--- src/hw/riscv_pkg.sv ---
`default_nettype none

package riscv_pkg;

    typedef logic [31:0] word_t;
    typedef logic [4:0]  reg_addr_t;
    typedef logic [6:0]  opcode_t;
    typedef logic [2:0]  funct3_t;
    typedef logic [6:0]  funct7_t;

    typedef struct packed {
        funct7_t funct7;
        funct3_t funct3;
        opcode_t opcode;
    } alu_op_t;

    typedef struct packed {
        logic reg_write;
        logic alu_src_imm;  // second ALU operand comes from the immediate
        logic mem_read;
        logic mem_write;
        logic mem_to_reg;
        logic is_branch;
        logic is_jal;
        logic is_jalr;
        logic is_ecall;
    } ctrl_t;

    localparam opcode_t OP_ARITH     = 7'b0110011;
    localparam opcode_t OP_ARITH_IMM = 7'b0010011;
    localparam opcode_t OP_LOAD      = 7'b0000011;
    localparam opcode_t OP_STORE     = 7'b0100011;
    localparam opcode_t OP_BRANCH    = 7'b1100011;
    localparam opcode_t OP_JAL       = 7'b1101111;
    localparam opcode_t OP_JALR      = 7'b1100111;
    localparam opcode_t OP_SYSTEM    = 7'b1110011;

    localparam funct3_t F3_ADD = 3'b000;
    localparam funct3_t F3_SLL = 3'b001;
    localparam funct3_t F3_XOR = 3'b100;
    localparam funct3_t F3_SRL = 3'b101;
    localparam funct3_t F3_OR  = 3'b110;
    localparam funct3_t F3_AND = 3'b111;
    localparam funct3_t F3_BEQ = 3'b000;
    localparam funct3_t F3_BNE = 3'b001;
    localparam funct3_t F3_BLT = 3'b100;
    localparam funct3_t F3_BGE = 3'b101;

    localparam funct7_t F7_SUB_SRA = 7'b0100000;

    localparam int NUM_REGS    = 32;
    localparam int IMEM_WORDS  = 64;
    localparam int DMEM_WORDS  = 64;
    localparam int IMEM_IDX_W  = $clog2(IMEM_WORDS);
    localparam int DMEM_IDX_W  = $clog2(DMEM_WORDS);

    localparam word_t RESET_PC = 32'h0000_0000;

endpackage

`default_nettype wire

--- src/hw/control_unit.sv ---
`timescale 1ns/1ps
`default_nettype none

module control_unit (
    input  riscv_pkg::opcode_t opcode,
    output riscv_pkg::ctrl_t   ctrl
);
    import riscv_pkg::*;

    always_comb begin
        ctrl = '0;  // unknown opcodes fall through as a no-op
        case (opcode)
            OP_ARITH: begin
                ctrl.reg_write = 1'b1;
            end
            OP_ARITH_IMM: begin
                ctrl.reg_write   = 1'b1;
                ctrl.alu_src_imm = 1'b1;
            end
            OP_LOAD: begin
                ctrl.reg_write   = 1'b1;
                ctrl.alu_src_imm = 1'b1;
                ctrl.mem_read    = 1'b1;
                ctrl.mem_to_reg  = 1'b1;
            end
            OP_STORE: begin
                ctrl.alu_src_imm = 1'b1;
                ctrl.mem_write   = 1'b1;
            end
            OP_BRANCH: begin
                ctrl.is_branch = 1'b1;
            end
            OP_JAL: begin
                ctrl.reg_write = 1'b1;
                ctrl.is_jal    = 1'b1;
            end
            OP_JALR: begin
                ctrl.reg_write   = 1'b1;
                ctrl.alu_src_imm = 1'b1;
                ctrl.is_jalr     = 1'b1;
            end
            OP_SYSTEM: begin
                ctrl.is_ecall = 1'b1;  // only ECALL is decoded from this group
            end
            default: begin
                ctrl = '0;
            end
        endcase
    end

endmodule

`default_nettype wire

--- config.mk ---
export PLATFORM = sky130hd
export DESIGN_NAME = control_unit
export DESIGN_NICKNAME = d
export VERILOG_FILES = /design/src/hw/riscv_pkg.sv /design/src/hw/control_unit.sv
export SDC_FILE = /design/constraint.sdc
export NUM_CORES = 1
export LEC_CHECK = 0
export CORE_AREA = 2 2 39 41
export DETAILED_ROUTE_END_ITERATION = 10
export DIE_AREA = 0 0 41 43
export DONT_BUFFER_PORTS = 1
export GPL_ROUTABILITY_DRIVEN = 0
export PLACE_DENSITY_LB_ADDON = 0.15
export SYNTH_ARGS = -nofsm -noshare
export SYNTH_HDL_FRONTEND = slang
export SYNTH_SLANG_ARGS = --single-unit
export TNS_END_PERCENT = 20
--- constraint.sdc ---
create_clock -name vclk -period 3.9
set_clock_uncertainty 0.05 [all_clocks]
set_input_delay 0.78 -clock vclk [all_inputs]
set_output_delay 0.78 -clock vclk [all_outputs]
set_load 0.03 [all_outputs]
=== Word-level counts from Yosys, hierarchy flattened ===
Index checks and enable logic that the tools add are counted.

* Output and inout bits: 9
* Bits in registers: 0
* Input port bits: 7
* Word-level logic and storage cells: 18

* Reductions and logical operators: 2
* Multiplexer cells: 8
* Equal/unequal tests: 8

{| class="wikitable"
|+ Operators with widths
! kind !! number
|-
| $eq 7x7->1 const B || 4
|-
| $eq 7x6->1 const B || 2
|-
| $mux 1 || 8
|-
| $eq 7x2->1 const B || 1
|-
| $eq 7x5->1 const B || 1
|-
| $reduce_or 5->1 || 1
|-
| $reduce_or 4->1 || 1
|}

=== Longest topological paths before layout ===
* Word-level depth: 3
* Depth in mapped cells: 4

=== Worst setup path before layout ===
OpenSTA, ideal clock, no wires.

* Kind: in2out
* From: input opcode[6]
* To: output ctrl[6] in the netlist's numbering
* Buffers on the path: 1
* Cell stages on the path: 3
* Data arrival time: 2.028 ns
* Slack: 1.042 ns
* Path through: or4_4 > nor3_2 > buf_4

{| class="wikitable"
|+ RTL lines
! element !! RTL line !! text
|-
| start, declared || control_unit.sv:5 || <nowiki>input riscv_pkg::opcode_t opcode,</nowiki>
|-
| end, declared || control_unit.sv:6 || <nowiki>output riscv_pkg::ctrl_t ctrl</nowiki>
|}

==> metrics.md <==
| Metric | Value |
|---|---|
| Post-Syn Area | 126 um^2 |
| Grt ovf | 0 |
| Slew @ Worst Pin | 0.611 ns |
| Synth top cells by count | 4 x nor2_1, 2 x nand2_1, 2 x nor2b_1 |
| Startpoint type of the worst setup path | input pin |
| Clock Buffer Count | 0 |
| Initial antenna violation count | 0 |
| Cell Chain, Critical Path | or4_4 -> o21ai_1 |
| Worst setup EP type | primary output |
| PD cells | 47.8 mW/mm^2 |
| Req. time, crit path | 3.07 ns |
| Final total power | 7.00 uW |
| Seq cells | 0 |
| Die width | 41 um |
| Layout cell share with drive strength beyond 1 | 0.333 |
| Mapped Nets | 25 |
| Drt wl/cell | 10.5 um |
| CP peak stage delay | 0.55 ns |
| Die area | 0.00176 mm^2 |
| Maximum vdd drop | 0.00667 mV |
| Max_cap viols | 0 |
| Hold Vio Cnt, Final | 0 |
| Cell leakage power | 0.0515 nW |
| Final Max Slew Viols | 0 |
| Cell family with most CP delay | simple AND/OR/NAND/NOR gates |
| Syn Area/Cell | 7.02 um^2 |
| Row Count | 14 |
| Post-DP HPWL | 341 um |
| Final wirelength | 358 um |
| IO Count | 16 |
| Vias in the first global route | 127 |
| Crit Path Category | input pin to primary output |
| DR vias | 124 |
| GR peak layer | met2 |
| Fmax | 373 MHz |
| Final period utilization | 0.687 |
| Critical Path AT | 1.85 ns |
| Worst Path Buf+Inv | 0 |
| Worst-path fanout max | 4 |
| Layout fillers | 165 |
| CTS Hold Bufs | 0 |
| Final cell count without fillers | 34 |
| Fin Setup TNS | 0 ns |
| Met1 usage | 0.0348 |
| Yosys cell types | 13 |
| Initial core utilization | 0.0913 |
| Register area | 0 um^2 |
| Final worst path period need | 2.68 ns |
| GR Util met2 | 0.103 |
| First-pass GRT wire length | 565 um |
| Area leader, netlist | nor2_1 |
| DRT Pass-1 Iters | 1 |
| Inst Count DP | 34 |
| N_diodes | 0 |
| Largest net degree at the start of global routing | 6 |
| Setup violators final | 0 |
| Slowest-stage cell, CP | or4_4 |
| GRT Total Usage | 0.0440 |
| Share of the synthesized area in the top cell type | 0.119 |
| Yosys Warn Count | 0 |
| Hold Crit Class | input pin to primary output |
| RSZ-0062 raised after global routing | false |
| # port buffers | 0 |
| Most frequent cell after synthesis | nor2_1 |
| Resized cells post-CTS | 0 |
| Top cells by area, synth | nor2_1 12%, nand2b_4 11%, nor2b_1 9.9%, o22ai_2 9.9%, or3_4 8.9% |
| Post-synthesis cell count | 18 |
| Area grow syn2layout | 15.8% |
| Core box area | 0.00138 mm^2 |
| # nets final | 27 |
| Die H | 43 um |
| Post-route ant nets | 0 |
| Register area share after synthesis | 0 |
| # DRC | 0 |
| Setup Buffers After CTS | 0 |
| Status | complete, no violations |
| Via/cell ratio | 3.65 |
| M3 GR Usage | 0 |
| DR iter-0 viols | 0 |
| Slew headroom | 0.590 |
## layer usage
metal | up-vias | part of all wire
met5 | - | 0
met4 | 0 | 0
met3 | 0 | 0.034
met2 | 2 | 0.76
met1 | 61 | 0.20
li1 | 61 | -
## logic make-up (layout without fill, tap and decap cells)
group	Yosys count	after routing	synth area share
compound gates	2	2	0.139
simple gates	14	14	0.772
buf+inv	2	2	0.0891
## final timing paths
path,startpoint,endpoint,cells after the start
max,opcode[6],ctrl[8],2
min,opcode[3],ctrl[1],1
## per-stage QoR
stage,setup slack [ns],hold slack [ns],util,area (um^2)
after global placement,1.20,1.63,0.106,146
after global routing,1.18,1.64,0.106,146
final,1.22,1.63,0.106,146
after CTS,1.20,1.63,0.106,146
after floorplan,1.04,1.58,-,126
after detailed placement,1.20,1.63,0.106,146
## final cells by class
class	count	area (um^2)	area share
inverters	1	3.75	0.0256
multi-input cells	16	115	0.786
well taps	16	20.0	0.137
repair buffers	1	7.51	0.0513
## cells in the final DEF (no fill, tap or decap), drive strengths merged
master | Yosys | final
o21ai | 1 | 1
and2 | 1 | 1
nand2 | 2 | 2
nor2 | 4 | 4
inv | 1 | 1
nand2b | 1 | 1
nor2b | 2 | 2
buf | 1 | 1
or4b | 1 | 1
or3 | 1 | 1
o22ai | 1 | 1
or4 | 1 | 1
nor3 | 1 | 1
## where the power goes
part / switching (mW) / internal (mW)
combinational: 0.00402 / 0.00297
clock: 0 / 0
sequential: 0 / 0
Note: power is estimated with default switching activity, not from simulation.
