===== config.mk =====
export PLATFORM = sky130hd
export DESIGN_NAME = imm_gen
export DESIGN_NICKNAME = d
export VERILOG_FILES = /design/src/hw/riscv_pkg.sv /design/src/hw/imm_gen.sv
export SDC_FILE = /design/constraint.sdc
export NUM_CORES = 1
export LEC_CHECK = 0
export BUFFER_PORTS_ARGS = -buffer_cell sky130_fd_sc_hd__buf_2
export CAP_MARGIN = 25
export CORE_AREA = 5 5 46 48
export DETAILED_ROUTE_END_ITERATION = 16
export DIE_AREA = 0 0 51 53
export GPL_ROUTABILITY_DRIVEN = 0
export PLACE_DENSITY = 0.79
export SYNTH_ARGS = -nofsm -noshare
export SYNTH_HDL_FRONTEND = slang
export SYNTH_SLANG_ARGS = --single-unit

===== constraint.sdc =====
create_clock -name vclk -period 1.8
set_input_delay 0.09 -clock vclk [all_inputs]
set_output_delay 0.09 -clock vclk [all_outputs]
set_load 0.02 [all_outputs]

===== src/hw/riscv_pkg.sv =====
`default_nettype none

package riscv_pkg;

    typedef logic [31:0] word_t;
    typedef logic [4:0]  reg_addr_t;
    typedef logic [6:0]  opcode_t;
    typedef logic [2:0]  funct3_t;
    typedef logic [6:0]  funct7_t;

    typedef struct packed {
        funct7_t funct7;
        funct3_t funct3;
        opcode_t opcode;
    } alu_op_t;

    typedef struct packed {
        logic reg_write;
        logic alu_src_imm;  // second ALU operand comes from the immediate
        logic mem_read;
        logic mem_write;
        logic mem_to_reg;
        logic is_branch;
        logic is_jal;
        logic is_jalr;
        logic is_ecall;
    } ctrl_t;

    localparam opcode_t OP_ARITH     = 7'b0110011;
    localparam opcode_t OP_ARITH_IMM = 7'b0010011;
    localparam opcode_t OP_LOAD      = 7'b0000011;
    localparam opcode_t OP_STORE     = 7'b0100011;
    localparam opcode_t OP_BRANCH    = 7'b1100011;
    localparam opcode_t OP_JAL       = 7'b1101111;
    localparam opcode_t OP_JALR      = 7'b1100111;
    localparam opcode_t OP_SYSTEM    = 7'b1110011;

    localparam funct3_t F3_ADD = 3'b000;
    localparam funct3_t F3_SLL = 3'b001;
    localparam funct3_t F3_XOR = 3'b100;
    localparam funct3_t F3_SRL = 3'b101;
    localparam funct3_t F3_OR  = 3'b110;
    localparam funct3_t F3_AND = 3'b111;
    localparam funct3_t F3_BEQ = 3'b000;
    localparam funct3_t F3_BNE = 3'b001;
    localparam funct3_t F3_BLT = 3'b100;
    localparam funct3_t F3_BGE = 3'b101;

    localparam funct7_t F7_SUB_SRA = 7'b0100000;

    localparam int NUM_REGS    = 32;
    localparam int IMEM_WORDS  = 64;
    localparam int DMEM_WORDS  = 64;
    localparam int IMEM_IDX_W  = $clog2(IMEM_WORDS);
    localparam int DMEM_IDX_W  = $clog2(DMEM_WORDS);

    localparam word_t RESET_PC = 32'h0000_0000;

endpackage

`default_nettype wire


===== src/hw/imm_gen.sv =====
`timescale 1ns/1ps
`default_nettype none

module imm_gen (
    input  riscv_pkg::word_t instr,
    output riscv_pkg::word_t imm
);
    import riscv_pkg::*;

    opcode_t opcode;

    assign opcode = instr[6:0];

    always_comb begin
        case (opcode)
            OP_ARITH_IMM, OP_LOAD, OP_JALR: begin
                imm = {{20{instr[31]}}, instr[31:20]};
            end
            OP_STORE: begin
                imm = {{20{instr[31]}}, instr[31:25], instr[11:7]};
            end
            OP_BRANCH: begin
                imm = {{19{instr[31]}}, instr[31], instr[7], instr[30:25], instr[11:8], 1'b0};
            end
            OP_JAL: begin
                imm = {{11{instr[31]}}, instr[31], instr[19:12], instr[20], instr[30:21], 1'b0};
            end
            default: imm = '0;
        endcase
    end

endmodule

`default_nettype wire


* Word-level counts from Yosys, hierarchy flattened
Cells that the tools add are included.
Storage, ports and cells: bits of input ports 32, bits in registers 0, logic and storage cells 8, output and inout port bits 32
Operators by class: mux-type cells 1, reductions and logical operators 1, equality and inequality tests 6
Operators by type and width (number):
- case mux 32 bit (4 select lines) | 1
- == test 7 bit, second input constant | 3
- == test 7 x 2 -> 1 bit, second input constant | 1
- == test 7 x 5 -> 1 bit, second input constant | 1
- == test 7 x 6 -> 1 bit, second input constant | 1
- OR reduction 3 bit | 1

* Logic depth before layout (Yosys ltp)
depth in word-level cells 3, mapped depth 5, gate-level depth less buffers 3

* Worst setup path after synthesis
OpenSTA, ideal clock, no wires.
kind input port to output port, from input port instr[6], to output port imm[21], cell stages on the path 5, setup slack -0.569 ns, path buffers 3, data arrival time 2.279 ns, required time 1.710 ns, path through buf_6 or4_4 buf_6 a211oi_1 buf_4
On the way: longest elaborated chain between the ends 3, elaborated cells on any way between the ends 8, those cells by class 6 x eq/ne; 1 x mux; 1 x reduce/logical
Ends and longest elaborated chain:
- from (decl) | line imm_gen.sv:5 | input riscv_pkg::word_t instr,
- == test 7 x 5 -> 1 bit, or another cell as far along | line imm_gen.sv:15 | case (opcode)
- OR reduction 3 bit | line imm_gen.sv:15
- case mux 32 bit (4 select lines) * | line imm_gen.sv:15
- to (decl) | line imm_gen.sv:6 | output riscv_pkg::word_t imm
Every way passes the cells marked *; elsewhere a longest branch is shown, timed or not.

* Final worst setup path
from input port instr[2], to output port imm[31]
The elaborated chain is that of the path after synthesis.

==> flow_metrics.env <==
export IMPL_grt_start_max_net_pins=13
export IMPL_num_rows=15
export IMPL_nets=147
export IMPL_nFillCells=174
export IMPL_path_cells="buf_2 > or2_2 > a21o_1 > a211oi_4 > buf_2"
export IMPL_syn_nets=93
export IMPL_core_area_um2=1670
export IMPL_outcome="finished, final reports clean"
export IMPL_finalCritPeriodShare=0.8597
export IMPL_cts_setup_buffers=0
export IMPL_hold_viol_final=0
export IMPL_track_usage=0.1032
export IMPL_fin_crit_ps=1547
export IMPL_power_density_nw_per_um2=151.4
export IMPL_die_h_um=53
export IMPL_crit_fanout=12
export IMPL_ys_seq_area_frac=0
export IMPL_yosys_area_top_type="buf_4"
export IMPL_start_util=0.2824
export IMPL_numPlacedInstances=130
export IMPL_antenna_cells=0
export IMPL_yosys_top_cells_area="buf_4 18%, a21o_1 14%, a211oi_1 11%"
export IMPL_synth_warnings=0
export IMPL_hold_path_class="in -> out"
export IMPL_cp_slowest_cell="a211oi_4"
export IMPL_setup_slack_ps=252.6
export IMPL_vias=650
export IMPL_viasPerCell=5.000
export IMPL_critical_path_arrival_ps=1460
export IMPL_grt_first_pass_wirelength_mm=2.283
export IMPL_overflow=0
export IMPL_ios=64
export IMPL_regArea_um2=0
export IMPL_nClkBuffers=0
export IMPL_place_area_um2=730.7
export IMPL_slew_viol_final=0
export IMPL_cts_resized_gates=0
export IMPL_setup_viol=0
export IMPL_grt_setup_unrepaired="no"
export IMPL_dieArea_um2=2703
export IMPL_design_area_um2=730.7
export IMPL_pre_cts_ws_ps=232.9
export IMPL_cap_violations=0
export IMPL_relSlewSlack=0.6663
export IMPL_cp_end_kind="output port"
export IMPL_ir_drop_v=0.00006661
export IMPL_slowest_delay_ps=400
export IMPL_synth_top_area_frac=0.1751
export IMPL_mostFrequentLayoutCells="64 x buf_2, 9 x a21o_1, 8 x inv_1"
export IMPL_firstDrtPassIters=3
export IMPL_crit_path_start_kind="input port"
export IMPL_first_global_vias=592
export IMPL_finalPower_mw=0.1106
export IMPL_drt_initial_drc_count=8
export IMPL_fmax_ghz=0.6462
export IMPL_syn_area_per_cell_um2=7.733
export IMPL_layout_drive_gt1_share=0.6903
export IMPL_hold_slack_ps=494.8
export IMPL_tightest_slew_ps=497.9
export IMPL_fin_setup_tns_ps=0
export IMPL_leakage_nw=0.5014
export IMPL_instances_no_fill=130
export IMPL_netlist_instances=61
export IMPL_antenna_found_initial=0
export IMPL_wirelength_mm=1.595
export IMPL_dp_hpwl_mm=1.464
export IMPL_cts_hold_repair_buffers=0
export IMPL_chipWidth_um=51
export IMPL_port_buffers=64
export IMPL_final_antenna_net_count=0
export IMPL_nFlopsAndLatches=0
export IMPL_mappedNetlistArea_um2=471.7
export IMPL_critical_path_class="in -> out"
export IMPL_cpMostUsedCell="buf_2"
export IMPL_drc=0
export IMPL_critical_path_required_ps=1710
export IMPL_synth_cell_type_count=25
export IMPL_final_util=0.4375
export IMPL_final_common_cell="buf_2"
export IMPL_area_growth_pct=54.91
export IMPL_wl_per_cell_um=12.27
## per-layer routing
metal	share of wire	wire, µm	GRT usage
met1	0.35	560	0.1067
met2	0.47	742	0.2017
met3	0.17	275	0.03944
met4	0.011	17	0.008969
met5	0	0	0
## final timing paths
path	startpoint	end	slack, ps	cells past startpoint
worst max-delay path	instr[2]	imm[31]	250	5
worst min-delay path	instr[13]	imm[13]	490	3
## worst max-delay path, delay by kind of cell
| kind | cells | cell delay (ps) |
|---|---|---|
| AO/OA/AOI/OAI | 2 | 680 |
| buffers and inverters | 2 | 380 |
| AND/OR/NAND/NOR | 1 | 300 |
## cells in the mapped netlist
cell type and number:
or4_4 1, a2111oi_4 1, mux2i_1 1, nor3_1 1, a21o_1 9, a21oi_4 1
a221o_1 1, buf_2 1, buf_4 11, a211oi_1 7, or3_2 1, nand3_1 1
a32o_1 1, nand3b_1 1, nor3_2 1, nor4_1 1, nand4b_1 1, nand2b_1 1
buf_6 2, mux2_2 1, or2_2 1, nand2_1 2, a22o_2 4, inv_1 8
a21oi_1 1
## cell type report
class	count	area (µm²)	area share
multi-input combinational	39	344.1	0.4709
inverter	8	30.03	0.04110
timing repair buffer	66	335.3	0.4589
tap	17	21.27	0.02911
## kinds of logic (layout without fill, tap and decap cells)
family          after synthesis  in the layout  synth area share
simple gates                 12             12            0.1724
compound gates               25             25            0.4854
buf+inv                      22             74            0.2971
mux                           2              2           0.04509
## power breakdown
| group | total (mW) | switching (mW) | internal, mW |
|---|---|---|---|
| Clock | 0 | 0 | 0 |
| Combinational | 0.111 | 0.0608 | 0.0499 |
| Sequential | 0 | 0 | 0 |
| Total | 0.111 | 0.0608 | 0.0499 |
Note: power is estimated with default switching activity, not from simulation.
