$ cat config.mk
export PLATFORM = sky130hd
export DESIGN_NAME = instr_mem
export DESIGN_NICKNAME = d
export VERILOG_FILES = /design/src/hw/riscv_pkg.sv /design/src/hw/instr_mem.sv
export SDC_FILE = /design/constraint.sdc
export NUM_CORES = 2
export LEC_CHECK = 0
export ABC_AREA = 1
export BUFFER_PORTS_ARGS = -buffer_cell sky130_fd_sc_hd__buf_4
export CORE_UTILIZATION = 30
export DETAILED_ROUTE_END_ITERATION = 8
export PLACE_DENSITY = 0.46
export SYNTH_ARGS = -nofsm -noshare
export SYNTH_HDL_FRONTEND = slang
export SYNTH_SLANG_ARGS = --single-unit
$ cat constraint.sdc
create_clock -name clk -period 12.9 [get_ports clk]
set_input_delay 2.58 -clock clk [delete_from_list [all_inputs] [get_ports clk]]
set_output_delay 2.58 -clock clk [all_outputs]
set_load 0.02 [all_outputs]
$ cat src/hw/riscv_pkg.sv
`default_nettype none

package riscv_pkg;

    typedef logic [31:0] word_t;
    typedef logic [4:0]  reg_addr_t;
    typedef logic [6:0]  opcode_t;
    typedef logic [2:0]  funct3_t;
    typedef logic [6:0]  funct7_t;

    typedef struct packed {
        funct7_t funct7;
        funct3_t funct3;
        opcode_t opcode;
    } alu_op_t;

    typedef struct packed {
        logic reg_write;
        logic alu_src_imm;  // second ALU operand comes from the immediate
        logic mem_read;
        logic mem_write;
        logic mem_to_reg;
        logic is_branch;
        logic is_jal;
        logic is_jalr;
        logic is_ecall;
    } ctrl_t;

    localparam opcode_t OP_ARITH     = 7'b0110011;
    localparam opcode_t OP_ARITH_IMM = 7'b0010011;
    localparam opcode_t OP_LOAD      = 7'b0000011;
    localparam opcode_t OP_STORE     = 7'b0100011;
    localparam opcode_t OP_BRANCH    = 7'b1100011;
    localparam opcode_t OP_JAL       = 7'b1101111;
    localparam opcode_t OP_JALR      = 7'b1100111;
    localparam opcode_t OP_SYSTEM    = 7'b1110011;

    localparam funct3_t F3_ADD = 3'b000;
    localparam funct3_t F3_SLL = 3'b001;
    localparam funct3_t F3_XOR = 3'b100;
    localparam funct3_t F3_SRL = 3'b101;
    localparam funct3_t F3_OR  = 3'b110;
    localparam funct3_t F3_AND = 3'b111;
    localparam funct3_t F3_BEQ = 3'b000;
    localparam funct3_t F3_BNE = 3'b001;
    localparam funct3_t F3_BLT = 3'b100;
    localparam funct3_t F3_BGE = 3'b101;

    localparam funct7_t F7_SUB_SRA = 7'b0100000;

    localparam int NUM_REGS    = 32;
    localparam int IMEM_WORDS  = 64;
    localparam int DMEM_WORDS  = 64;
    localparam int IMEM_IDX_W  = $clog2(IMEM_WORDS);
    localparam int DMEM_IDX_W  = $clog2(DMEM_WORDS);

    localparam word_t RESET_PC = 32'h0000_0000;

endpackage

`default_nettype wire

$ cat src/hw/instr_mem.sv
`timescale 1ns/1ps
`default_nettype none

module instr_mem (
    input  logic             clk,
    input  logic             load_en,
    input  riscv_pkg::word_t load_addr,
    input  riscv_pkg::word_t load_data,
    input  riscv_pkg::word_t pc,
    output riscv_pkg::word_t instr
);
    import riscv_pkg::*;

    word_t mem [IMEM_WORDS];

    always_ff @(posedge clk) begin
        if (load_en) begin
            mem[load_addr[IMEM_IDX_W-1:0]] <= load_data;  // load_addr is a word index
        end
    end

    // byte pc to word index, wrapping at the array size
    assign instr = mem[pc[IMEM_IDX_W+1:2]];

endmodule

`default_nettype wire

==> After elaboration in Yosys (flattened, before gate mapping) <==
Memories as Yosys holds them, arrays and structs flattened.
Cells that the tools add are included.
{ "classes": {"muxes": 2} }
{ "op_table": {"columns": ["op", "n"], "rows": [
  ["1-bit two-way mux", 2]
]} }
{ "word_totals": {"register_bits": 0, "ramBits": 2048, "inputBits": 98, "output_inout_bits": 32, "elab_cells": 3, "mem_count": 1} }
{ "memory_table": {"columns": ["name", "depth", "word_bits", "read_ports", "rd_clocked_by_memory_dff", "wr", "line", "source"], "rows": [
  ["mem", 64, 32, 1, 0, 1, "instr_mem.sv:14", "word_t mem [IMEM_WORDS];"]
]} }

==> Longest topological paths before layout <==
{ "depth": {"ltp_word": 2, "depth_mapped": 13, "mapped_depth_nobuf": 9} }

==> Worst setup path after synthesis <==
OpenSTA, ideal clock, no wires.
{ "synth_path": {"kind": "input port to flip-flop", "start": "input load_en", "end": "memory mem[48][0] in the netlist's numbering (enable)", "arrival_time_ns": 6.208, "t_required_ns": 12.398, "setup_slack_ns": 6.190, "cell_stages": 3, "path_buffers": 1, "cell_sequence": "clkbuf_1 nand4_1 nor4_1"} }
{ "synth_between": {"elab_chain_cells": 2} }
{ "synth_lines": {"columns": ["item", "line", "source"], "rows": [
  ["start, declared", "instr_mem.sv:6", "input logic load_en,"],
  ["1-bit two-way mux", "instr_mem.sv:17", "if (load_en) begin"],
  ["1-bit two-way mux (not written as such)", "instr_mem.sv:18", "mem[load_addr[IMEM_IDX_W-1:0]] <= load_data;"],
  ["end, declared", "instr_mem.sv:14", null]
]} }
Every way passes these cells.

==> Final worst setup path <==
{ "layout_path": {"start": "input pc[3]", "end": "output instr[10]"} }
{ "layout_between": {"elab_chain_cells": 1} }
{ "layout_lines": {"columns": ["item", "line", "source"], "rows": [
  ["start, declared", "instr_mem.sv:9", "input riscv_pkg::word_t pc,"],
  ["memory read 64 x 32 bit", null, null],
  ["end, declared", "instr_mem.sv:10", "output riscv_pkg::word_t instr"]
]} }
Every way passes these cells.

==> results.md <==
- Min Tclk post-route: 8.97 ns
- Gp weighted congestion: 0.817
- Synth warn: 0
- Placed cell area: 86400 sq um
- CTS clk-pin slew, worst paths: 0.06 ns
- Drt first-iter violations: 4492
- DIE HEIGHT: 525 microns
- CP max FO: 124
- Area of the core: 271000 sq um
- Vias per std cell: 4.99
- Final Hold Viols: 0
- Core Util, Final: 0.341
- Switching pwr: 3.21 mW
- Root buffer cell: clkbuf_16
- Top cells by area, synth: edfxtp_1 75%, nand3_1 12%, nand2_1 10%
- Hold depth: 2
- Mapped Cells: 6737
- Initial core utilization: 0.302
- Synth top area share: 0.749
- Hold Slack: 2.21 ns
- Post-synth EDFFs: 2048
- Mapped Area: 82100 sq um
- Post-DRT Antenna Nets: 0
- Yosys reg bits: 2048
- Leak: 31.6 nW
- Switching part of the total: 0.232
- Hold_buf cts: 0
- Worst VDD drop: 125 uV
- Post-CTS Setup Inserts: 0
- TritonCTS clock tree: done
- Residual DRC: 0
- Synth Net Count: 6835
- Final setup fails: 0
- PD cells: 150 nW/um^2
- DP Worst Slack: 3.97 ns
- RSZ-0062 raised after global routing: no
- Combinational group share of total power: 0.065
- Overall power: 13.9 mW
- Total CTS buffers: 204
- Status: finished, final reports clean
- Slew headroom: 0.245
- Share of cells above drive strength 1: 0.0756
- Post-synth top cells: 2248 x nand2_1, 2048 x edfxtp_1, 1907 x nand3_1
- Seq/Total Area, Yosys: 0.749
- Average routed wire per standard cell: 24.4 microns
- Startpoint Class: input port
- Post_cts resized: 0
- DIE WIDTH: 525 microns
- GRT overflow: 0
- Vias in the first global route: 49.6k
- Largest net degree at the start of global routing: 206
- Post-synth top area cell: edfxtp_1
- Max Clock Freq: 111 MHz
- Maximum clock insertion buffer count: 3
- Initial antenna violation count: 19
- Nets: 6782
- DR vias: 52.1k
- First-pass GRT wire length: 363 mm
- Total Routed Length: 255 mm
- Asr flop ratio synth: 0
- Max reg flops: 2048
- Total Routing Usage GR: 0.181
- Slew Limit Fails: 0
- Clk pwr share: 0.403
- Top Ports: 130
- Setup CP Type: input port to output pin
- Ys flop type: edfxtp_1
- Most frequent cell after synthesis: nand2_1
- Worst path required time: 10.32 ns
- Seq pwr share: 0.532
- Syn_area_per_cell: 12.2 sq um
- # H-tree levels: 4
- Die ar.: 276000 sq um
- Fin crit share: 0.696
- Area delta synth->final: 12.8%
- Dpl hpwl: 121 mm
- Post-Layout Cell Count: 10.4k
- Total of max-cap violations: 0
- CTS Sinks: 2048
- Crit. End Element: output pin
- Worst-Margin Slew: 1.13 ns
- Placed Instances: 10.0k
- P_int: 10.6 mW
- Row count: 191
- Port bufs: 77
- Worst Hold Class: input port to flip-flop
- Sum Neg Setup Slack: 0 ns
- Pre-antenna DRT Iters: 6
- Worst path arrival time: 6.39 ns
- Fin area: 92600 sq um
- Final WS setup: 3.93 ns
- Synth cell types: 15
==> placed cells by master (no fill, tap or decap), types with 8 or more instances in the layout <==
cell type	n
nand3_1	1907
nand4_1	9
clkinv_2	30
clkbuf_1	53
diode_2	26
clkbuf_16	204
edfxtp_1	2048
buf_12	12
nor2_4	56
bufinv_16	9
buf_4	174
nor4_2	8
nand2_1	2248
clkinv_1	54
==> worst paths after layout <==
check                   startpoint               endpoint
worst max-delay path         pc[3]              instr[10]
worst min-delay path  load_addr[2]  mem[51][11]$_DFFE_PP_
==> worst max-delay path, stage by stage <==
cell,delay [ns]
buf_8,0.55
buf_12,0.48
buf_4,0.76
nand3_1,0.16
nand3_1,0.13
nand3_1,0.08
nand3_1,0.24
nand2_1,0.36
nand2_1,0.15
nand2_1,0.20
buf_4,0.23
==> routing by layer <==
layer,global-route usage,wire length (microns),vias to the layer above
met3,0.0242,13100,351
met1,0.244,111000,26400
met4,0.0664,9190,4
li1,-,-,23945
met5,0,27,-
met2,0.297,121000,1440
==> kinds of logic after synthesis <==
logic type	after synthesis	synth area share
flip-flops	2048	0.749
AND/OR/NAND/NOR	4228	0.223
buffers and inverters	461	0.0280
==> power by group through the flow <==
stage / combinational, mW / clock, mW / sequential [mW]
floorplan: 0.478 / 0 / 7.52
global placement: 0.895 / 0 / 7.52
detailed placement: 0.902 / 0 / 7.52
CTS: 0.903 / 5.72 / 7.38
global route: 0.970 / 5.96 / 7.38
finish: 0.898 / 5.59 / 7.38
==> cell type report <==
class,count,area (sq um)
diodes,26,65.1
well taps,3570,4470
inverters,12,82.6
multi-input cells,4228,18800
fillers,26652,179000
flip-flops and latches,2048,61500
clock buffers,257,5300
repair buffers,190,1610
clock inverters,108,830
Power figures use the tool's default switching activity.
