## src/hw/riscv_pkg.sv

```systemverilog
`default_nettype none

package riscv_pkg;

    typedef logic [31:0] word_t;
    typedef logic [4:0]  reg_addr_t;
    typedef logic [6:0]  opcode_t;
    typedef logic [2:0]  funct3_t;
    typedef logic [6:0]  funct7_t;

    typedef struct packed {
        funct7_t funct7;
        funct3_t funct3;
        opcode_t opcode;
    } alu_op_t;

    typedef struct packed {
        logic reg_write;
        logic alu_src_imm;  // second ALU operand comes from the immediate
        logic mem_read;
        logic mem_write;
        logic mem_to_reg;
        logic is_branch;
        logic is_jal;
        logic is_jalr;
        logic is_ecall;
    } ctrl_t;

    localparam opcode_t OP_ARITH     = 7'b0110011;
    localparam opcode_t OP_ARITH_IMM = 7'b0010011;
    localparam opcode_t OP_LOAD      = 7'b0000011;
    localparam opcode_t OP_STORE     = 7'b0100011;
    localparam opcode_t OP_BRANCH    = 7'b1100011;
    localparam opcode_t OP_JAL       = 7'b1101111;
    localparam opcode_t OP_JALR      = 7'b1100111;
    localparam opcode_t OP_SYSTEM    = 7'b1110011;

    localparam funct3_t F3_ADD = 3'b000;
    localparam funct3_t F3_SLL = 3'b001;
    localparam funct3_t F3_XOR = 3'b100;
    localparam funct3_t F3_SRL = 3'b101;
    localparam funct3_t F3_OR  = 3'b110;
    localparam funct3_t F3_AND = 3'b111;
    localparam funct3_t F3_BEQ = 3'b000;
    localparam funct3_t F3_BNE = 3'b001;
    localparam funct3_t F3_BLT = 3'b100;
    localparam funct3_t F3_BGE = 3'b101;

    localparam funct7_t F7_SUB_SRA = 7'b0100000;

    localparam int NUM_REGS    = 32;
    localparam int IMEM_WORDS  = 64;
    localparam int DMEM_WORDS  = 64;
    localparam int IMEM_IDX_W  = $clog2(IMEM_WORDS);
    localparam int DMEM_IDX_W  = $clog2(DMEM_WORDS);

    localparam word_t RESET_PC = 32'h0000_0000;

endpackage

`default_nettype wire

```

## src/hw/register_file.sv

```systemverilog
`timescale 1ns/1ps
`default_nettype none

module register_file (
    input  logic                 clk,
    input  logic                 rst,
    input  riscv_pkg::reg_addr_t rs1_addr,
    input  riscv_pkg::reg_addr_t rs2_addr,
    input  riscv_pkg::reg_addr_t rd_addr,
    input  riscv_pkg::reg_addr_t dbg_addr,
    input  riscv_pkg::word_t     rd_data,
    input  logic                 reg_write,
    output riscv_pkg::word_t     rs1_data,
    output riscv_pkg::word_t     rs2_data,
    output riscv_pkg::word_t     dbg_data
);
    import riscv_pkg::*;

    word_t regs [NUM_REGS];

    always_ff @(posedge clk) begin
        if (rst) begin
            regs <= '{default: '0};
        end else if (reg_write && rd_addr != '0) begin
            regs[rd_addr] <= rd_data;  // x0 writes are dropped here
        end
    end

    assign rs1_data = (rs1_addr == '0) ? '0 : regs[rs1_addr];
    assign rs2_data = (rs2_addr == '0) ? '0 : regs[rs2_addr];
    assign dbg_data = (dbg_addr == '0) ? '0 : regs[dbg_addr];

endmodule

`default_nettype wire

```

## config.mk

```make
export PLATFORM = sky130hd
export DESIGN_NAME = register_file
export DESIGN_NICKNAME = d
export VERILOG_FILES = /design/src/hw/riscv_pkg.sv /design/src/hw/register_file.sv
export SDC_FILE = /design/constraint.sdc
export NUM_CORES = 2
export LEC_CHECK = 0
export ABC_AREA = 1
export BUFFER_PORTS_ARGS = -buffer_cell sky130_fd_sc_hd__clkbuf_2
export CORE_ASPECT_RATIO = 1.2
export CORE_MARGIN = 1.5
export CORE_UTILIZATION = 35
export DETAILED_ROUTE_END_ITERATION = 10
export GPL_ROUTABILITY_DRIVEN = 0
export PLACE_DENSITY = 0.54
export SLEW_MARGIN = 20
export SYNTH_ARGS = -nofsm -noshare
export SYNTH_HDL_FRONTEND = slang
export SYNTH_SLANG_ARGS = --single-unit
```

## constraint.sdc

```tcl
create_clock -name clk -period 3.25 [get_ports clk]
set_input_delay 0.65 -clock clk [delete_from_list [all_inputs] [get_ports clk]]
set_output_delay 0.65 -clock clk [all_outputs]
set_load 0.01 [all_outputs]
```

# Yosys cells after proc, flatten, opt, wreduce, memory -nomap -nowiden
# Cells that the tools add are included.
[word_totals]
register_bits = 1024
inputBits = 55
output_inout_bits = 96
elab_cells = 62
[op_classes]
order_cmp = 5
mux = 15
bitwise_logic = 4
reduce_logical = 6
[ops]
columns = ["operator", "n"]
rows = [
  ["$bwmux W1024", 1],
  ["$bmux W32 S5", 3],
  ["$mux W32", 10],
  ["$demux W32 S5", 1],
  ["$ge A6 B6 Y1 const B", 4],
  ["$not A5 Y6", 4],
  ["$logic_not A5 Y1", 3],
  ["$lt A6 B1 Y1 const B", 1],
  ["$reduce_bool A5 Y1", 1],
  ["$logic_and A1 B1 Y1", 2],
]

# Longest topological paths before layout
[logic_depth]
depth_word = 6
ltp_mapped = 13
ltp_nobuf = 10

# Least setup slack after synthesis
# Ideal clock, no wire load.
[synth_path]
path_type = "input port to output port"
start = "input port dbg_addr[0]"
end = "output port dbg_data[0]"
t_arrival_ns = 1.974
required_time_ns = 2.600
path_slack_ns = 0.626
path_stages = 10
n_path_buf = 3
cell_sequence = "buf_2 > inv_2 > clkbuf_1 > clkbuf_1 > nand2_1 > nand3_1 > nand3_1 > a21oi_1 > nor2_1 > nor2_1"
[synth_via]
elab_chain_cells = 5
elab_cells_between_ends = 6
[synth_lines]
columns = ["item", "line", "source"]
rows = [
  ["from (decl)", "register_file.sv:10", "input riscv_pkg::reg_addr_t dbg_addr,"],
  ["$not A5 Y6 (implied by the code)", "register_file.sv:31", "assign dbg_data = (dbg_addr == '0) ? '0 : regs[dbg_addr];"],
  ["$bmux W32 S5", "register_file.sv:31", ""],
  ["$mux W32 (implied by the code) (2 in series)", "register_file.sv:31", ""],
  ["$mux W32 (*)", "register_file.sv:31", ""],
  ["to (decl)", "register_file.sv:15", "output riscv_pkg::word_t dbg_data"],
]
# Mark *: on every way between the ends. The rest lies on a longest branch, timed or not. The select of a mux whose other input is x is not followed.

# Worst setup path in the final report
[layout_path]
start = "input port rs1_addr[1]"
end = "output port rs1_data[14]"
[layout_via]
elab_chain_cells = 5
elab_cells_between_ends = 6
[layout_lines]
columns = ["item", "line", "source"]
rows = [
  ["from (decl)", "register_file.sv:7", "input riscv_pkg::reg_addr_t rs1_addr,"],
  ["$not A5 Y6 (implied by the code)", "register_file.sv:29", "assign rs1_data = (rs1_addr == '0) ? '0 : regs[rs1_addr];"],
  ["$bmux W32 S5", "register_file.sv:29", ""],
  ["$mux W32 (implied by the code) (2 in series)", "register_file.sv:29", ""],
  ["$mux W32 (*)", "register_file.sv:29", ""],
  ["to (decl)", "register_file.sv:13", "output riscv_pkg::word_t rs1_data,"],
]
# Marks and branches as above.

==> impl_metrics.py <==
metrics = {
    "cts": {
        "cts_sinks": 1024,
        "cts_buffer_depth": 3,
        "cts.htree.levels": 3,
        "numCtsBuffers": 119,
        "insertion_delay_ps": 790,
        "root_buffer": "clkbuf_16",
        "cts.clk_slew.worst_paths_ps": 70,
        "cts_tree": "built",
    },
    "synthesis": {
        "synth_cells": 11200,
        "synth_seq_cells": 1024,
        "yosysMostFrequentCell": "nand2_1",
        "synth_area_leaders": "dfxtp_1 (32%), nand2_1 (19%), nand3_1 (14%)",
        "ys_warn_count": 0,
        "avgSynthCellArea_um2": 5.776,
        "async_reset_ff_share_pct": 0,
        "synth_edf_count": 0,
        "ys_types": 21,
        "synth_seq_area_share_pct": 31.69,
        "synthTopCellsByCount": "nand2_1 (3,303), nand3_1 (1,753), o21ai_0 (1,322), a21oi_1 (1,044), nor2_1 (1,033)",
        "synth_area_um2": 64690,
        "yosys.area.top_type": "dfxtp_1",
        "synth_top_cell_area_share_pct": 31.69,
        "synthFlopType": "dfxtp_1",
        "syn_nets": 11255,
    },
    "global_route": {
        "grt_pass1_vias": 74336,
        "grt_pass1_wl_um": 519500,
        "grt_use_total_pct": 36.96,
        "grt-ovfl-total": 0,
        "grt_max_degree": 125,
        "antenna_found_initial": 36,
    },
    "drt": {
        "final_antenna_net_count": 0,
        "drc": 0,
        "avgViaCountPerCell": 6.120,
        "vias": 83113,
        "wl_per_cell_um": 27.02,
        "drt_iter0_drc": 14123,
        "dr.pass1.iters": 9,
        "wl_um": 366900,
    },
    "layout": {
        "fill_cells": 19369,
        "fin_cells": 13581,
        "fin_area_um2": 77020,
        "reg.largest.list": "regs x1024",
        "fin_nets": 11085,
        "largest_register": "regs",
        "area_growth_pct": 19.05,
        "drive_gt1_share_pct": 9.621,
        "largest_reg_flops": 1024,
    },
    "sta": {
        "skew_ps": 0,
        "period_minus_slack_ps": 3428,
        "grt_setup_unrepaired": "yes",
        "setup_ws_ps": -177.8,
        "max_slew.worst_pin.slew_ps": 849.0,
        "relSlewSlack_pct": 43.40,
        "fmax_mhz": 291.7,
        "finalMaxSlewViolations": 0,
        "setup_viol": 3,
        "period_share_pct": 105.5,
        "hold_viol_final": 0,
        "hold_ws_ps": 192.9,
    },
    "status": {
        "outcome": "complete, but fails checks",
        "failed_checks": "setup timing",
    },
    "floorplan": {
        "floorplan.initialDensity_pct": 35.28,
        "rows": 172,
        "dieArea_um2": 187400,
        "core-area_um2": 183400,
        "pin_count": 151,
        "chipWidth_um": 395.5,
        "die_h_um": 474.0,
    },
    "critical_path": {
        "crit_family": "buffers and inverters",
        "critPathSlowestCell": "nor2_4",
        "critical_path_class": "input pin to output port",
        "path_max_fanout": 20,
        "critPathMaxStageDelay_ps": 360,
        "arrival_ps": 2780,
        "critPathRequiredTime_ps": 2600,
        "path_cells": "buf_8 -> inv_8 -> buf_12 -> buf_12 -> nand3_1 -> a21oi_1 -> nor2_1 -> nand2_1 -> nand2_1 -> nor2_4 -> buf_4 -> clkbuf_2",
        "end_kind": "output port",
        "cp-start-kind": "input pin",
        "path_buf_inv": 6,
    },
    "pwr": {
        "vdd_drop_max_mv": 0.4603,
        "p_leak_nw": 30.90,
        "power.density_nw_per_um2": 442.0,
    },
    "min_path": {
        "holdCritPathClass": "input pin to flip-flop",
    },
    "placed_design": {
        "place_ws_ps": -626.3,
        "placedCellCount": 13314,
        "hpwl_um": 226800,
        "numPortBuffers": 150,
        "placed_area_um2": 71890,
    },
    "job": {
        "drv_cap": 0,
    },
}
-- cell type report --
class	count	area (µm²)	share of cell area, %
multi-input cells	8793	39180	50.88
flip-flops and latches	1024	20500	26.62
repair buffers	761	8747	11.36
clock buffers	171	3486	4.526
well taps	2436	3048	3.958
inverters	330	1364	1.771
clock inverters	52	643.1	0.8351
diodes	13	32.53	0.04224
repair inverters	1	11.26	0.01462
-- path summary, 6_finish.rpt --
| kind | from | to | slack, ps | cells after the start |
|---|---|---|---|---|
| max | rs1_addr[1] | rs1_data[14] | -180 | 12 |
| max reg2reg | regs[380] | regs[380] | 2470 | 2 |
| min | rst | regs[1002] | 190 | 2 |
| min reg2reg | regs[1001] | regs[1001] | 460 | 2 |
-- layer usage --
layer,up-vias,wire length [µm],part of all wire [%],track usage (%)
li1,36768,-,-,-
met1,38304,137900,38,47.55
met2,6545,150000,41,53.56
met3,1453,51850,14,10.47
met4,43,26720,7.3,24.25
met5,-,485,0.13,0
-- cells in the final DEF, fill, tap and decap left out, types with 32 or more instances in the layout --
master,count
o21ai_1,58
nand3_1,1743
clkbuf_16,137
dfxtp_1,1024
inv_1,280
nor2_2,32
nor3_1,194
nand2_1,3293
buf_12,207
o211ai_1,58
nor2_1,988
a21oi_1,1044
o21ai_0,1321
clkbuf_2,137
buf_4,363
-- timing repair --
action / in CTS / in global routing
pin swaps: 0 / 4
setup buffers: 0 / 15
hold buffers: 0 / 0
gates cloned: 0 / 17
resized for setup: 10 / 90
endpoints found under the setup margin: 9 / 41
-- stage by stage --
stage / TNS (ps) / power (mW) / util [%]
finish: -231.4 / 34.04 / 42.00
global placement: -1480 / 19.21 / 39.21
detailed placement: -1212 / 19.23 / 39.21
floorplan: 0 / 16.12 / -
global route: -184.5 / 34.81 / 41.99
CTS: -197.0 / 33.62 / 41.48
-- logic make-up after synthesis --
group	count (synthesis)	share of synthesized area, %
AO/OA/AOI/OAI	2481	19.42
buffers and inverters	1383	8.289
flip-flops	1024	31.69
AND/OR/NAND/NOR	6312	40.61
-- power breakdown --
part | internal (mW) | switching [mW]
Combinational | 1.95 | 4.64
Sequential | 12.7 | 0.157
Clock | 8.39 | 6.19
Total | 23.1 | 11.0
(Power assumes the default switching activity.)
